==> config.mk <==
export PLATFORM = sky130hd
export DESIGN_NAME = exu_top
export DESIGN_NICKNAME = d
export VERILOG_FILES = /design/src/hdl/exu_pkg.sv /design/src/hdl/branch_pipe.sv /design/src/hdl/exu_top.sv /design/src/hdl/ghr_tracker.sv /design/src/hdl/operand_select.sv
export VERILOG_INCLUDE_DIRS = /design/src /design/src/include
export SDC_FILE = /design/constraint.sdc
export NUM_CORES = 1
export LEC_CHECK = 0
export ABC_AREA = 1
export BUFFER_PORTS_ARGS = -buffer_cell sky130_fd_sc_hd__buf_2
export CORE_AREA = 2 2 287 289
export CTS_CLUSTER_SIZE = 12
export DETAILED_ROUTE_END_ITERATION = 8
export DIE_AREA = 0 0 289 291
export PLACE_DENSITY = 0.46
export SLEW_MARGIN = 20
export SYNTH_ARGS = -nofsm -noshare
export SYNTH_HDL_FRONTEND = slang
export SYNTH_SLANG_ARGS = --single-unit
==> constraint.sdc <==
create_clock -name clk -period 1.6 [get_ports clk]
set_clock_uncertainty 0.15 [all_clocks]
set_input_delay 0.08 -clock clk [delete_from_list [all_inputs] [get_ports clk]]
set_output_delay 0.08 -clock clk [all_outputs]
set_load 0.005 [all_outputs]
==> src/include/exu_params.svh <==
// Execute unit forwarding slice parameters
// Widths for data, branch history, BTB index, branch tag
// and the number of operand bypass sources

`ifndef EXU_PARAMS_SVH
`define EXU_PARAMS_SVH

// Data path width
`define EXU_XLEN 32

// Global branch history length
`define EXU_GHR_SIZE 8

// BTB index bounds, 8-bit index
`define EXU_BTB_ADDR_HI 9
`define EXU_BTB_ADDR_LO 2

// Branch tag width
`define EXU_BTAG_SIZE 5

// Bypass sources per operand
`define EXU_BYP_SRCS 4

`endif
==> src/hdl/exu_pkg.sv <==
// Execute unit types
// Packed structs for the branch prediction packet, its side data,
// decoder stage enables, bypass sources and the branch reports

`include "exu_params.svh"

package exu_pkg;

   typedef struct packed {
      logic        valid;
      logic        way;
      logic        misp;           // Mispredicted at fetch
      logic        pcall;
      logic        pja;
      logic        pret;
      logic        ataken;         // Actual direction
      logic        boffset;        // Branch offset within fetch
      logic        pc4;            // 4-byte instruction
      logic [1:0]  hist;
      logic [11:0] toffset;
      logic        br_error;
      logic        br_start_error;
   } predict_pkt_t;

   typedef struct packed {
      logic [`EXU_GHR_SIZE-1:0]                fghr;
      logic [`EXU_BTB_ADDR_HI:`EXU_BTB_ADDR_LO] index;
      logic [`EXU_BTAG_SIZE-1:0]               btag;
   } predpipe_t;

   // Data enables pulse one cycle, control enables two
   typedef struct packed {
      logic data_x;
      logic data_r;
      logic ctl_x;
      logic ctl_r;
   } stage_en_t;

   typedef struct packed {
      logic [`EXU_XLEN-1:0] result_r;  // Enable bit 0
      logic [`EXU_XLEN-1:0] load_m;    // Enable bit 1
      logic [`EXU_XLEN-1:0] result_x;  // Enable bit 2
      logic [`EXU_XLEN-1:0] load_nb;   // Enable bit 3
   } bypass_t;

   typedef struct packed {
      logic                 flush_upper;
      logic [`EXU_XLEN-1:1] flush_path;
      logic                 pred_correct;
   } resolve_t;

   typedef struct packed {
      logic                                    valid;
      logic                                    misp;
      logic                                    way;
      logic [1:0]                              hist;
      logic                                    error;
      logic                                    start_error;
      logic                                    middle;
      logic [`EXU_BTB_ADDR_HI:`EXU_BTB_ADDR_LO] index;
      logic [`EXU_GHR_SIZE-1:0]                fghr;
   } br_update_t;

   typedef struct packed {
      predict_pkt_t                            pkt;
      logic [`EXU_BTB_ADDR_HI:`EXU_BTB_ADDR_LO] index;
      logic [`EXU_BTAG_SIZE-1:0]               btag;
      logic [`EXU_GHR_SIZE-1:0]                eghr;   // History for the BHT write
   } mispredict_t;

endpackage

==> src/hdl/branch_pipe.sv <==
// Branch prediction pipe
// Carries the prediction packet, BTB side data and flush path from
// D through X to R under the decoder stage enables. Produces the
// R-stage branch report, the X-stage mispredict report, the final
// flush selection and the R-stage next PC.

`timescale 1ns/1ps

`include "exu_params.svh"

module branch_pipe (
   input  logic                        clk,
   input  logic                        i_rst_n,
   input  exu_pkg::stage_en_t          i_en,
   input  exu_pkg::predict_pkt_t       i_pp_d,
   input  exu_pkg::predpipe_t          i_predpipe_d,
   input  exu_pkg::resolve_t           i_res_d,            // From the branch resolver
   input  logic [`EXU_XLEN-1:1]        i_pc_d,
   input  logic [`EXU_XLEN-1:1]        i_npc_x,            // NPC if prediction was correct
   input  logic [`EXU_XLEN-1:1]        i_flush_path_lower,
   input  logic                        i_branch_d,
   input  logic                        i_alu_decode_d,
   input  logic                        i_flush_lower,
   output exu_pkg::br_update_t         o_br_update,
   output exu_pkg::mispredict_t        o_mp,
   output logic                        o_flush_final,
   output logic [`EXU_XLEN-1:1]        o_flush_path_final,
   output logic [`EXU_XLEN-1:1]        o_npc_r,
   output logic                        o_valid_d,
   output logic                        o_taken_d,
   output logic                        o_flush_upper_x
);
   import exu_pkg::*;

   predict_pkt_t         pp_new_d;
   predict_pkt_t         pp_x;
   predict_pkt_t         pp_r;
   predpipe_t            predpipe_x;
   predpipe_t            predpipe_r;
   logic                 flush_upper_x;
   logic                 pred_correct_x;
   logic                 pred_correct_r;
   logic                 branch_x;
   logic [`EXU_XLEN-1:1] flush_path_x;
   logic [`EXU_XLEN-1:1] flush_path_r;
   logic [`EXU_XLEN-1:1] npc_r_q;

   always_comb begin
      pp_new_d         = i_pp_d;
      pp_new_d.boffset = i_pc_d[1];                 // Offset from start of instruction
   end

   assign o_valid_d = pp_new_d.valid & i_alu_decode_d & ~i_flush_lower;
   assign o_taken_d = pp_new_d.ataken & i_alu_decode_d;

   // D to X data
   always_ff @(posedge clk or negedge i_rst_n) begin
      if (!i_rst_n) begin
         pp_x         <= '0;
         flush_path_x <= '0;
         branch_x     <= 1'b0;
         predpipe_x   <= '0;
      end else if (i_en.data_x) begin
         pp_x         <= pp_new_d;
         flush_path_x <= i_res_d.flush_path;
         branch_x     <= i_branch_d;
         if (i_branch_d)
            predpipe_x <= i_predpipe_d;             // Side data for branches only
      end
   end

   // D to X control
   always_ff @(posedge clk or negedge i_rst_n) begin
      if (!i_rst_n) begin
         flush_upper_x  <= 1'b0;
         pred_correct_x <= 1'b0;
      end else if (i_en.ctl_x) begin
         flush_upper_x  <= i_res_d.flush_upper;
         pred_correct_x <= i_res_d.pred_correct;
      end
   end

   // X to R data
   always_ff @(posedge clk or negedge i_rst_n) begin
      if (!i_rst_n) begin
         flush_path_r <= '0;
         npc_r_q      <= '0;
         predpipe_r   <= '0;
      end else if (i_en.data_r) begin
         flush_path_r <= flush_path_x;
         npc_r_q      <= i_npc_x;
         if (branch_x)
            predpipe_r <= predpipe_x;
      end
   end

   // X to R control
   always_ff @(posedge clk or negedge i_rst_n) begin
      if (!i_rst_n) begin
         pp_r           <= '0;
         pred_correct_r <= 1'b0;
      end else if (i_en.ctl_r) begin
         pp_r           <= pp_x;
         pred_correct_r <= pred_correct_x;
      end
   end

   always_comb begin
      o_br_update.valid       = pp_r.valid;
      o_br_update.misp        = pp_r.misp;
      o_br_update.way         = pp_r.way;
      o_br_update.hist        = {2{pp_r.valid}} & pp_r.hist;
      o_br_update.error       = pp_r.br_error;
      o_br_update.start_error = pp_r.br_start_error;
      o_br_update.middle      = pp_r.pc4 ^ pp_r.boffset;   // Ends in the middle of a fetch
      o_br_update.index       = predpipe_r.index;
      o_br_update.fghr        = predpipe_r.fghr;
   end

   // Only an upper flush at X reports a mispredict
   always_comb begin
      o_mp = '0;
      if (flush_upper_x) begin
         o_mp.pkt   = pp_x;
         o_mp.index = predpipe_x.index;
         o_mp.btag  = predpipe_x.btag;
      end
   end

   assign o_flush_upper_x    = flush_upper_x;
   assign o_flush_final      = i_flush_lower | i_res_d.flush_upper;
   assign o_flush_path_final = i_flush_lower ? i_flush_path_lower : i_res_d.flush_path;
   assign o_npc_r            = pred_correct_r ? npc_r_q : flush_path_r;

endmodule

==> src/hdl/exu_top.sv <==
// Execute unit forwarding slice, top level
// Operand selection, branch prediction pipe and global history
// tracking. The history tracker supplies the mispredict history
// that completes the branch pipe's mispredict report.

`timescale 1ns/1ps

`include "exu_params.svh"

module exu_top (
   input  logic                         clk,
   input  logic                         i_rst_n,
   input  exu_pkg::stage_en_t           i_en,
   input  exu_pkg::bypass_t             i_byp,
   input  logic [`EXU_BYP_SRCS-1:0]     i_rs1_byp_en,
   input  logic [`EXU_BYP_SRCS-1:0]     i_rs2_byp_en,
   input  logic                         i_rs1_en,
   input  logic                         i_rs2_en,
   input  logic                         i_select_pc,
   input  logic                         i_dbg_rs1,
   input  logic                         i_qual_lsu,
   input  logic                         i_extint_stall,
   input  logic [`EXU_XLEN-1:0]         i_gpr_rs1,
   input  logic [`EXU_XLEN-1:0]         i_gpr_rs2,
   input  logic [`EXU_XLEN-1:0]         i_immed,
   input  logic [`EXU_XLEN-1:0]         i_dbg_wrdata,
   input  logic [`EXU_XLEN-1:1]         i_pc_d,             // D-stage instruction PC
   input  logic [`EXU_XLEN-1:2]         i_meihap,
   input  exu_pkg::predict_pkt_t        i_pp_d,
   input  exu_pkg::predpipe_t           i_predpipe_d,
   input  exu_pkg::resolve_t            i_res_d,
   input  logic [`EXU_XLEN-1:1]         i_npc_x,
   input  logic [`EXU_XLEN-1:1]         i_flush_path_lower,
   input  logic                         i_branch_d,
   input  logic                         i_alu_decode_d,
   input  logic                         i_flush_lower,
   output logic [`EXU_XLEN-1:0]         o_rs1,
   output logic [`EXU_XLEN-1:0]         o_rs2,
   output logic [`EXU_XLEN-1:0]         o_lsu_rs1,
   output logic [`EXU_XLEN-1:0]         o_lsu_rs2,
   output exu_pkg::br_update_t          o_br_update,
   output exu_pkg::mispredict_t         o_mp,
   output logic                         o_flush_final,
   output logic [`EXU_XLEN-1:1]         o_flush_path_final,
   output logic [`EXU_XLEN-1:1]         o_npc_r
);
   import exu_pkg::*;

   mispredict_t              mp_bp;             // eghr not yet filled
   logic [`EXU_GHR_SIZE-1:0] eghr;
   logic                     valid_d;
   logic                     taken_d;
   logic                     flush_upper_x;

   operand_select u_operand_select (
      .i_byp          (i_byp),
      .i_rs1_byp_en   (i_rs1_byp_en),
      .i_rs2_byp_en   (i_rs2_byp_en),
      .i_rs1_en       (i_rs1_en),
      .i_rs2_en       (i_rs2_en),
      .i_select_pc    (i_select_pc),
      .i_dbg_rs1      (i_dbg_rs1),
      .i_qual_lsu     (i_qual_lsu),
      .i_extint_stall (i_extint_stall),
      .i_gpr_rs1      (i_gpr_rs1),
      .i_gpr_rs2      (i_gpr_rs2),
      .i_immed        (i_immed),
      .i_dbg_wrdata   (i_dbg_wrdata),
      .i_pc           (i_pc_d),
      .i_meihap       (i_meihap),
      .o_rs1          (o_rs1),
      .o_rs2          (o_rs2),
      .o_lsu_rs1      (o_lsu_rs1),
      .o_lsu_rs2      (o_lsu_rs2)
   );

   branch_pipe u_branch_pipe (
      .clk                (clk),
      .i_rst_n            (i_rst_n),
      .i_en               (i_en),
      .i_pp_d             (i_pp_d),
      .i_predpipe_d       (i_predpipe_d),
      .i_res_d            (i_res_d),
      .i_pc_d             (i_pc_d),
      .i_npc_x            (i_npc_x),
      .i_flush_path_lower (i_flush_path_lower),
      .i_branch_d         (i_branch_d),
      .i_alu_decode_d     (i_alu_decode_d),
      .i_flush_lower      (i_flush_lower),
      .o_br_update        (o_br_update),
      .o_mp               (mp_bp),
      .o_flush_final      (o_flush_final),
      .o_flush_path_final (o_flush_path_final),
      .o_npc_r            (o_npc_r),
      .o_valid_d          (valid_d),
      .o_taken_d          (taken_d),
      .o_flush_upper_x    (flush_upper_x)
   );

   ghr_tracker u_ghr_tracker (
      .clk             (clk),
      .i_rst_n         (i_rst_n),
      .i_ctl_x         (i_en.ctl_x),
      .i_valid_d       (valid_d),
      .i_taken_d       (taken_d),
      .i_flush_upper_x (flush_upper_x),
      .i_flush_lower   (i_flush_lower),
      .o_eghr          (eghr)
   );

   always_comb begin
      o_mp      = mp_bp;
      o_mp.eghr = eghr;
   end

endmodule

==> src/hdl/ghr_tracker.sv <==
// Global history tracker
// Speculative history at D, history in commit order at X.
// A lower flush restores D from X; the mispredict history is
// taken from D when only X flushes upper.

`timescale 1ns/1ps

`include "exu_params.svh"

module ghr_tracker (
   input  logic                      clk,
   input  logic                      i_rst_n,
   input  logic                      i_ctl_x,          // X control enable
   input  logic                      i_valid_d,
   input  logic                      i_taken_d,
   input  logic                      i_flush_upper_x,
   input  logic                      i_flush_lower,
   output logic [`EXU_GHR_SIZE-1:0]  o_eghr
);

   logic [`EXU_GHR_SIZE-1:0] ghr_d;
   logic [`EXU_GHR_SIZE-1:0] ghr_d_ns;
   logic [`EXU_GHR_SIZE-1:0] ghr_x;
   logic [`EXU_GHR_SIZE-1:0] ghr_x_ns;
   logic                     valid_x;
   logic                     taken_x;

   always_comb begin
      if (i_flush_lower)
         ghr_d_ns = ghr_x;                                  // Restore after flush
      else if (i_valid_d)
         ghr_d_ns = {ghr_d[`EXU_GHR_SIZE-2:0], i_taken_d};
      else
         ghr_d_ns = ghr_d;
   end

   assign ghr_x_ns = valid_x ? {ghr_x[`EXU_GHR_SIZE-2:0], taken_x} : ghr_x;

   always_ff @(posedge clk or negedge i_rst_n) begin
      if (!i_rst_n)
         ghr_d <= '0;
      else
         ghr_d <= ghr_d_ns;                                 // Loads every clock
   end

   always_ff @(posedge clk or negedge i_rst_n) begin
      if (!i_rst_n) begin
         valid_x <= 1'b0;
         taken_x <= 1'b0;
         ghr_x   <= '0;
      end else if (i_ctl_x) begin
         valid_x <= i_valid_d;
         taken_x <= i_taken_d;
         ghr_x   <= ghr_x_ns;
      end
   end

   assign o_eghr = (i_flush_upper_x & ~i_flush_lower) ? ghr_d : ghr_x;

endmodule

==> src/hdl/operand_select.sv <==
// Operand select
// Merges the four bypass sources per operand and picks rs1/rs2 from
// bypass, PC, debug data, register file or immediate. Also drives the
// gated load/store operands, with the interrupt vector address
// replacing rs1 during an external interrupt stall.

`timescale 1ns/1ps

`include "exu_params.svh"

module operand_select (
   input  exu_pkg::bypass_t               i_byp,
   input  logic [`EXU_BYP_SRCS-1:0]       i_rs1_byp_en,    // One-hot per source
   input  logic [`EXU_BYP_SRCS-1:0]       i_rs2_byp_en,
   input  logic                           i_rs1_en,        // GPR rs1 qualifier
   input  logic                           i_rs2_en,
   input  logic                           i_select_pc,     // jal/auipc use PC
   input  logic                           i_dbg_rs1,
   input  logic                           i_qual_lsu,
   input  logic                           i_extint_stall,
   input  logic [`EXU_XLEN-1:0]           i_gpr_rs1,
   input  logic [`EXU_XLEN-1:0]           i_gpr_rs2,
   input  logic [`EXU_XLEN-1:0]           i_immed,
   input  logic [`EXU_XLEN-1:0]           i_dbg_wrdata,
   input  logic [`EXU_XLEN-1:1]           i_pc,
   input  logic [`EXU_XLEN-1:2]           i_meihap,        // Interrupt handler address
   output logic [`EXU_XLEN-1:0]           o_rs1,
   output logic [`EXU_XLEN-1:0]           o_rs2,
   output logic [`EXU_XLEN-1:0]           o_lsu_rs1,
   output logic [`EXU_XLEN-1:0]           o_lsu_rs2
);
   import exu_pkg::*;

   logic [`EXU_XLEN-1:0] rs1_byp_data;
   logic [`EXU_XLEN-1:0] rs2_byp_data;
   logic [`EXU_XLEN-1:0] gpr_rs1_q;
   logic [`EXU_XLEN-1:0] gpr_rs2_q;
   logic                 rs1_byp;
   logic                 rs2_byp;

   // AND-OR merge, more than one enable ORs the sources
   function automatic logic [`EXU_XLEN-1:0] byp_merge(input bypass_t                  byp,
                                                      input logic [`EXU_BYP_SRCS-1:0] en);
      return ({`EXU_XLEN{en[0]}} & byp.result_r) |
             ({`EXU_XLEN{en[1]}} & byp.load_m)   |
             ({`EXU_XLEN{en[2]}} & byp.result_x) |
             ({`EXU_XLEN{en[3]}} & byp.load_nb);
   endfunction

   assign rs1_byp      = |i_rs1_byp_en;
   assign rs2_byp      = |i_rs2_byp_en;
   assign rs1_byp_data = byp_merge(i_byp, i_rs1_byp_en);
   assign rs2_byp_data = byp_merge(i_byp, i_rs2_byp_en);
   assign gpr_rs1_q    = {`EXU_XLEN{i_rs1_en}} & i_gpr_rs1;
   assign gpr_rs2_q    = {`EXU_XLEN{i_rs2_en}} & i_gpr_rs2;

   always_comb begin
      if (rs1_byp)
         o_rs1 = rs1_byp_data;
      else if (i_select_pc)
         o_rs1 = {i_pc, 1'b0};
      else if (i_dbg_rs1)
         o_rs1 = i_dbg_wrdata;                  // Debug register write
      else
         o_rs1 = gpr_rs1_q;
   end

   assign o_rs2 = rs2_byp ? rs2_byp_data : (gpr_rs2_q | i_immed);

   // Quiet operands keep the LSU address path from toggling
   always_comb begin
      o_lsu_rs1 = '0;
      o_lsu_rs2 = '0;
      if (i_qual_lsu) begin
         if (i_extint_stall) begin
            o_lsu_rs1 = {i_meihap, 2'b00};      // Vector table fetch
         end else begin
            o_lsu_rs1 = rs1_byp ? rs1_byp_data : gpr_rs1_q;
            o_lsu_rs2 = rs2_byp ? rs2_byp_data : gpr_rs2_q;
         end
      end
   end

endmodule

==> results of run 1 <==
-- kinds of logic (layout without fill, tap and decap cells) --
family	Yosys count	in the layout	share of synthesized area, %
AO/OA/AOI/OAI	172	172	6.77
other	0	20	0
XOR/XNOR	1	1	0.0673
AND/OR/NAND/NOR	1216	1216	36.9
multiplexers	117	117	10.1
flip-flops	186	186	35.7
buffers and inverters	287	1183	10.4
-- power groups by stage --
stage / clock network (mW) / logic (mW) / registers [mW]
2_1_floorplan: 0 / 2.15 / 5.63
4_1_cts: 4.47 / 5.42 / 5.60
3_5_place_dp: 0 / 5.01 / 5.69
5_1_grt: 4.66 / 6.19 / 5.71
6_report: 4.30 / 5.66 / 5.63
3_3_place_gp: 0 / 5.01 / 5.67
-- worst paths after layout --
| check | startpoint | to | slack, ns |
|---|---|---|---|
| max | u_branch_pipe.pred_correct_r | o_npc_r[7] | -0.12 |
| min | i_en[3] | u_branch_pipe.pp_x[0] | 0.01 |
| max reg2reg | u_branch_pipe.o_flush_upper_x | u_branch_pipe.o_flush_upper_x | 0.26 |
| min reg2reg | u_branch_pipe.flush_path_x[5] | u_branch_pipe.flush_path_r[5] | 0.33 |
| max in group asynchronous | i_rst_n | u_branch_pipe.pp_x[4] | 0.29 |
| min in group asynchronous | i_rst_n | u_branch_pipe.flush_path_x[3] | 0.05 |
-- cells in the mapped netlist --
master / count / area [sq um]
or2_2: 1 / 6.26
inv_1: 154 / 578
buf_4: 27 / 203
buf_2: 55 / 275
clkbuf_1: 35 / 131
xor2_1: 1 / 8.76
clkinv_1: 1 / 3.75
nand2_4: 1 / 11.3
nand3_1: 128 / 641
buf_6: 14 / 158
o21ai_1: 1 / 5.00
o211ai_1: 8 / 60.1
nand2_1: 777 / 2920
nor2_1: 299 / 1120
nand2_2: 2 / 12.5
nor2_2: 2 / 12.5
a21oi_1: 51 / 255
dfrtp_1: 186 / 4650
nand4_1: 2 / 12.5
o21ai_0: 112 / 561
mux2_1: 14 / 158
nor2_8: 3 / 60.1
mux2_2: 103 / 1160
inv_2: 1 / 3.75
nor2_4: 1 / 11.3
-- state kept, by name, indices dropped and copies added, names as in the netlist, 4 cells and up --
name	flops
u_branch_pipe.flush_path_r	31
u_branch_pipe.flush_path_x	31
u_branch_pipe.npc_r_q	31
u_branch_pipe.o_br_update	21
u_branch_pipe.pp_r	4
u_branch_pipe.pp_x	25
u_branch_pipe.predpipe_x	21
u_ghr_tracker.ghr_d	8
u_ghr_tracker.ghr_x	8
-- layout by cell type, fill, tap and decap left out, types with 20 or more instances in the layout --
| cell type | netlist | routed |
|---|---|---|
| a21oi_1 | 51 | 45 |
| buf_12 | 0 | 32 |
| buf_2 | 55 | 721 |
| buf_4 | 27 | 92 |
| buf_6 | 14 | 24 |
| clkbuf_16 | 0 | 21 |
| dfrtp_1 | 186 | 184 |
| diode_2 | 0 | 20 |
| dlygate4sd3_1 | 0 | 120 |
| inv_1 | 154 | 145 |
| mux2_2 | 103 | 103 |
| nand2_1 | 777 | 747 |
| nand3_1 | 128 | 127 |
| nor2_1 | 299 | 282 |
| o21ai_0 | 112 | 83 |
| o21ai_2 | 0 | 20 |
-- through the flow --
step	setup slack, ns	hold slack [ns]
CTS	-0.164	0.00624
global placement	-0.108	-0.221
floorplan	0.358	-0.366
finish	-0.121	0.0130
detailed placement	-0.108	-0.224
global route	-0.184	0.0379
-- layout make-up --
type | instances | area (sq um) | area share (%)
Antenna cell | 20 | 50.0 | 0.236
Multi-Input combinational cell | 1506 | 7390 | 34.9
Sequential cell | 186 | 4660 | 22.0
Tap cell | 1070 | 1340 | 6.33
Clock buffer | 18 | 439 | 2.08
Inverter | 156 | 586 | 2.77
Clock inverter | 14 | 163 | 0.769
Timing Repair Buffer | 995 | 6540 | 30.9
-- layer usage --
metal | vias to the layer above | track usage [%] | share of wire [%]
li1 | 7946 | - | -
met1 | 7516 | 21.9 | 41
met2 | 665 | 29.5 | 48
met3 | 112 | 4.26 | 7.2
met4 | 26 | 7.23 | 3.5
met5 | - | 0 | 0.21
-- worst min-delay path, delay by kind of cell --
family                 cells  cell delay, ns
AO/OA/AOI/OAI              1            0.06
buffers and inverters      2            0.32
AND/OR/NAND/NOR            1            0.09
-- repair_timing --
action | in CTS | in global routing
setup endpoints to repair | 78 | 88
endpoints found under the hold margin | 321 | 0
hold buffers | 120 | 0
cloned | 1 | 5
gates resized for setup | 65 | 122
pin swaps | 2 | 10
buffers inserted | 3 | 7
==> out/results.txt, run 1 <==
status: finished, violations left
failing checks: setup timing
root buffer cell: clkbuf_16
area of all placed cells without fillers: 21200 sq um
crit path DAT: 1.49 ns
CP endpoint kind: output pin
crit-path cells: buf_12 > buf_12 > o21ai_2 > buf_2
cts bufs inserted: 17
sequential fraction of the synthesis area: 35.7%
Worst Hold Depth: 4
DRT Pass-1 Iters: 5
crit path kind: reg2out
Critical Path RT: 1.37 ns
Overflow after GRT: 0
Max Fanout on Critical Path: 15
sw frac: 35.6%
Core ar.: 81200 sq um
die extent in y: 291 um
dpl cells: 3778
final hold violations: 0
Hold/Removal Path Class: in2reg
Area Overhead vs Synth: 62.5%
Slew @ Worst Pin: 0.564 ns
number of max-cap violations: 0
Routed Wire Length: 78900 um
DRC violations left: 0
part of the power in registers: 36.1%
Cell variety after synth: 25
clock latency on the worst-skew pair: 0.44 ns
Worst Path Buf+Inv: 3
first-pass GRT wire length: 109000 um
via/cell ratio: 4.10
vias post-DR: 16300
Non-Filler Instances: 3965
CP delay by family, top: flip-flops
synth warn: 0
Final Net Count: 3343
Post-Syn Area: 13000 sq um
number of global-route vias before repair: 16000
final-layout fill cell count: 9211
final setup margin: -0.121 ns
Synth Register Bits: 186
Final Slew Violations: 0
P per Cell Area: 737 nW/um^2
CP Depth: 4
internal power: 10.0 mW
setup TNS: -4.99 ns
final core occ: 26.1%
Final HPWL DP: 64700 um
switching pwr: 5.55 mW
unrepaired setup endpoints after global routing: yes
Slowest-stage cell, CP: dfrtp_2
FP Rows: 105
Final GP Congestion: 0.925
starting density of the core: 16.0%
IO buf count: 740
share of cells above drive strength 1: 38.6%
fmax: 0.581 GHz
placed cell areas: 18600 sq um
min cycle time layout: 1.72 ns
DR WL/cell: 19.9 um
Initial DRC Count: 979
maximum root-to-sink buffer count: 2
CTS Sinks: 186
Syn Inst Count: 1979
Slew headroom: 62.2%
Leak: 11.5 nW
Tot GR Track Use: 17.8%
worst-case vdd ir drop: 0.755 mV
combinational power share: 36.3%
Die X: 289 um
H-Tree Depth: 4
ANT nets after route: 0
initial antenna violation count: 35
Crit path largest cell delay: 0.46 ns
die area: 84100 sq um
final setup violation count: 70
reg2reg path depth: 3
clock power share: 27.6%
syn nets: 2460
pin count of the biggest net entering global routing: 67
crit share post-route: 108%
io pins: 742
total power: 15.6 mW
Worst-path clk slew: 0.08 ns
CTS tree: yes
syn_area_per_cell: 6.58 sq um
crit-path most repeated cell: buf_12
CP Launch Type: flip-flop
No activity file was read; power rests on OpenSTA's default activity.
==> run 2: changes to the inputs <==
--- a/config.mk
+++ b/config.mk
@@ -12,7 +12,7 @@
 export CTS_CLUSTER_SIZE = 12
 export DETAILED_ROUTE_END_ITERATION = 8
 export DIE_AREA = 0 0 289 291
-export PLACE_DENSITY = 0.46
+export PLACE_DENSITY = 0.41
 export SLEW_MARGIN = 20
 export SYNTH_ARGS = -nofsm -noshare
 export SYNTH_HDL_FRONTEND = slang
==> constraint.sdc (replaced) <==
create_clock -name clk -period 2 [get_ports clk]
set_clock_uncertainty 0.15 [all_clocks]
set_input_delay 0.1 -clock clk [delete_from_list [all_inputs] [get_ports clk]]
set_output_delay 0.1 -clock clk [all_outputs]
set_load 0.005 [all_outputs]
==> out/results.txt, run 2 (synthesis results as in run 1) <==
status: finished, final reports clean (was finished, violations left)
CTS tree: yes (unchanged)
final setup violation count: 0 (was 70)
gr busiest metal: met2 (unchanged)
Initial DRC Count: 992 (was 979)
M1 GR Usage: 22.1% (was 21.9%)
CP delay by family, top: buffers and inverters (was flip-flops)
CTS Sinks: 186 (unchanged)
pin count of the biggest net entering global routing: 70 (was 67)
Final HPWL DP: 65200 um (was 64700 um)
Slew headroom: 54.7% (was 62.2%)
unrepaired setup endpoints after global routing: no (was yes)
met2 Use GR: 30.7% (was 29.5%)
setup bufs post-CTS: 0 (was 3)
H-Tree Depth: 4 (unchanged)
root buffer cell: clkbuf_16 (unchanged)
Non-Filler Instances: 3919 (was 3965)
Final Slew Violations: 0 (unchanged)
combinational power share: 33.8% (was 36.3%)
commonest cells after routing, fill and taps aside: 776 x nand2_1, 737 x buf_2, 298 x nor2_1 (was 747 x nand2_1, 721 x buf_2, 282 x nor2_1)
Crit path largest cell delay: 0.57 ns (was 0.46 ns)
Post-Place Worst Slack: 0.0669 ns (was -0.108 ns)
Slew @ Worst Pin: 0.677 ns (was 0.564 ns)
number of max-cap violations: 0 (unchanged)
dpl cells: 3736 (was 3778)
crit path DAT: 2.10 ns (was 1.49 ns)
crit share post-route: 95.6%
Area Overhead vs Synth: 54.5% (was 62.5%)
Final GP Congestion: 0.963 (was 0.925)
clock power share: 28.8% (was 27.6%)
internal power: 7.82 mW (was 10.0 mW)
crit-path most repeated cell: dlygate4sd3_1 (was buf_12)
starting density of the core: 16.0% (unchanged)
Overflow after GRT: 0 (unchanged)
FP Rows: 105 (unchanged)
Worst-path clk slew: 0.08 ns (about the same)
sw frac: 34.9% (was 35.6%)
Regs by FF count: u_branch_pipe.flush_path_r x31, u_branch_pipe.flush_path_x x31, u_branch_pipe.npc_r_q x31 (unchanged)
Worst Path Buf+Inv: 4 (was 3)
via/cell ratio: 4.11 (was 4.10)
DRC violations left: 0 (unchanged)
Final Net Count: 3303 (was 3343)
CP endpoint kind: flip-flop (was output pin)
final hold violations: 0 (unchanged)
clock latency on the worst-skew pair: 0.45 ns (was 0.44 ns)
number of global-route vias before repair: 16300 (was 16000)
ANT nets after route: 0 (unchanged)
crit path kind: in2reg (was reg2out)
initial antenna violation count: 22 (was 35)
Die X: 289 um (unchanged)
P per Cell Area: 597 nW/um^2 (was 737 nW/um^2)
min cycle time layout: 1.91 ns
crit-path cells: dlygate4sd3_1 > buf_4 > nand3_1 > dlygate4sd3_1 > o21ai_0 > dlygate4sd3_1 (was buf_12 > buf_12 > o21ai_2 > buf_2)
fmax: 0.523 GHz
CP Launch Type: input port (was flip-flop)
Hold/Removal Path Class: in2reg (unchanged)
reg2reg start: u_branch_pipe.o_flush_upper_x (unchanged)
Slowest-stage cell, CP: dlygate4sd3_1 (was dfrtp_2)
part of the power in registers: 37.4% (was 36.1%)
Max Fanout on Critical Path: 7 (was 15)
cts bufs inserted: 17 (unchanged)
commonest non-fill, non-tap cell in the layout: nand2_1 (unchanged)
vias post-DR: 16100 (was 16300)
maximum root-to-sink buffer count: 2 (unchanged)
Core ar.: 81200 sq um (unchanged)
die extent in y: 291 um (unchanged)
switching pwr: 4.19 mW (was 5.55 mW)
first-pass GRT wire length: 110000 um (was 109000 um)
final setup margin: 0.0883 ns (was -0.121 ns)
Leak: 11.0 nW (was 11.5 nW)
worst-case vdd ir drop: 0.489 mV (was 0.755 mV)
share of cells above drive strength 1: 34.2% (was 38.6%)
die area: 84100 sq um (unchanged)
setup TNS: 0 ns (was -4.99 ns)
io pins: 742 (unchanged)
Critical Path RT: 2.19 ns (was 1.37 ns)
DRT Pass-1 Iters: 6 (was 5)
Routed Wire Length: 78100 um (was 78900 um)
grt met3 use: 3.59% (was 4.26%)
crit path launch: i_en[1] (was u_branch_pipe.pred_correct_r)
DR WL/cell: 19.9 um (about the same)
IO buf count: 740 (unchanged)
Min-Delay Startpoint: i_en[2] (was i_en[3])
Tot GR Track Use: 18.0% (was 17.8%)
[run 2: cell types whose count changed in the layout (fill, tap and decap cells not counted), moves of 15 or more]
cell           previous run  this run
nor2_1                  282       298
o21ai_2                  20         0
buf_12                   32        17
buf_4                    92        64
buf_2                   721       737
dlygate4sd3_1           120       136
o21ai_0                  83       112
nand2_4                  17         1
nand2_1                 747       776
buf_6                    24         0
[run 2: final cells by class]
type | instances | area (sq um)
diodes | 14 | 35.0
clock buffers | 17 | 425
clock inverters | 15 | 175
fillers | 9277 | 61100
inverters | 156 | 586
multi-input cells | 1506 | 7020
flip-flops and latches | 186 | 4660
well taps | 1070 | 1340
repair buffers | 955 | 5880
[run 2: metrics by stage]
stage                     utilization [%]  power, mW  area, sq um  hold WS [ns]
after global placement               22.3       8.41        18100        -0.114
final                                24.8       12.0        20100        0.0557
after floorplan                         -       6.22        13000        -0.346
after CTS                            24.7       12.2        20100        0.0444
after global routing                 24.8       12.7        20100        0.0709
after detailed placement             22.3       8.42        18100        -0.117
[run 2: metal layers]
metal | share of wire (%) | vias to the layer above
li1 | - | 7851
met1 | 42 | 7508
met2 | 48 | 627
met3 | 6.6 | 106
met4 | 3.5 | 12
met5 | 0.086 | -
[run 2: path summary, 6_finish.rpt]
path,depth (start not counted),slack [ns],to
min in group asynchronous,3,0.10,u_branch_pipe.npc_r_q[8]
worst min-delay path,4,0.06,u_branch_pipe.flush_path_r[8]
worst max-delay path,6,0.09,u_ghr_tracker.taken_x
worst min register to register,2,0.33,u_branch_pipe.flush_path_r[22]
worst max register to register,3,0.21,u_branch_pipe.o_flush_upper_x
max in group asynchronous,3,1.29,u_branch_pipe.pp_x[21]
[run 2: what timing repair did]
item | 4_1_cts | 5_1_grt
hold endpoints to repair | 313 | 0
hold buffers | 137 | 0
endpoints found under the setup margin | 0 | 4
resized for setup | 0 | 3
[run 2: power groups by stage]
stage | Clock, mW | Sequential (mW) | Combinational (mW)
floorplan | 0 | 4.50 | 1.72
global placement | 0 | 4.55 | 3.85
detailed placement | 0 | 4.57 | 3.85
CTS | 3.59 | 4.49 | 4.11
global route | 3.72 | 4.55 | 4.47
finish | 3.46 | 4.49 | 4.06
[run 2: worst register-to-register path, stage by stage (launching register included)]
cell           delay (ns)
dfrtp_2              0.42
buf_4                0.25
mux2_2               0.31
dlygate4sd3_1        0.55
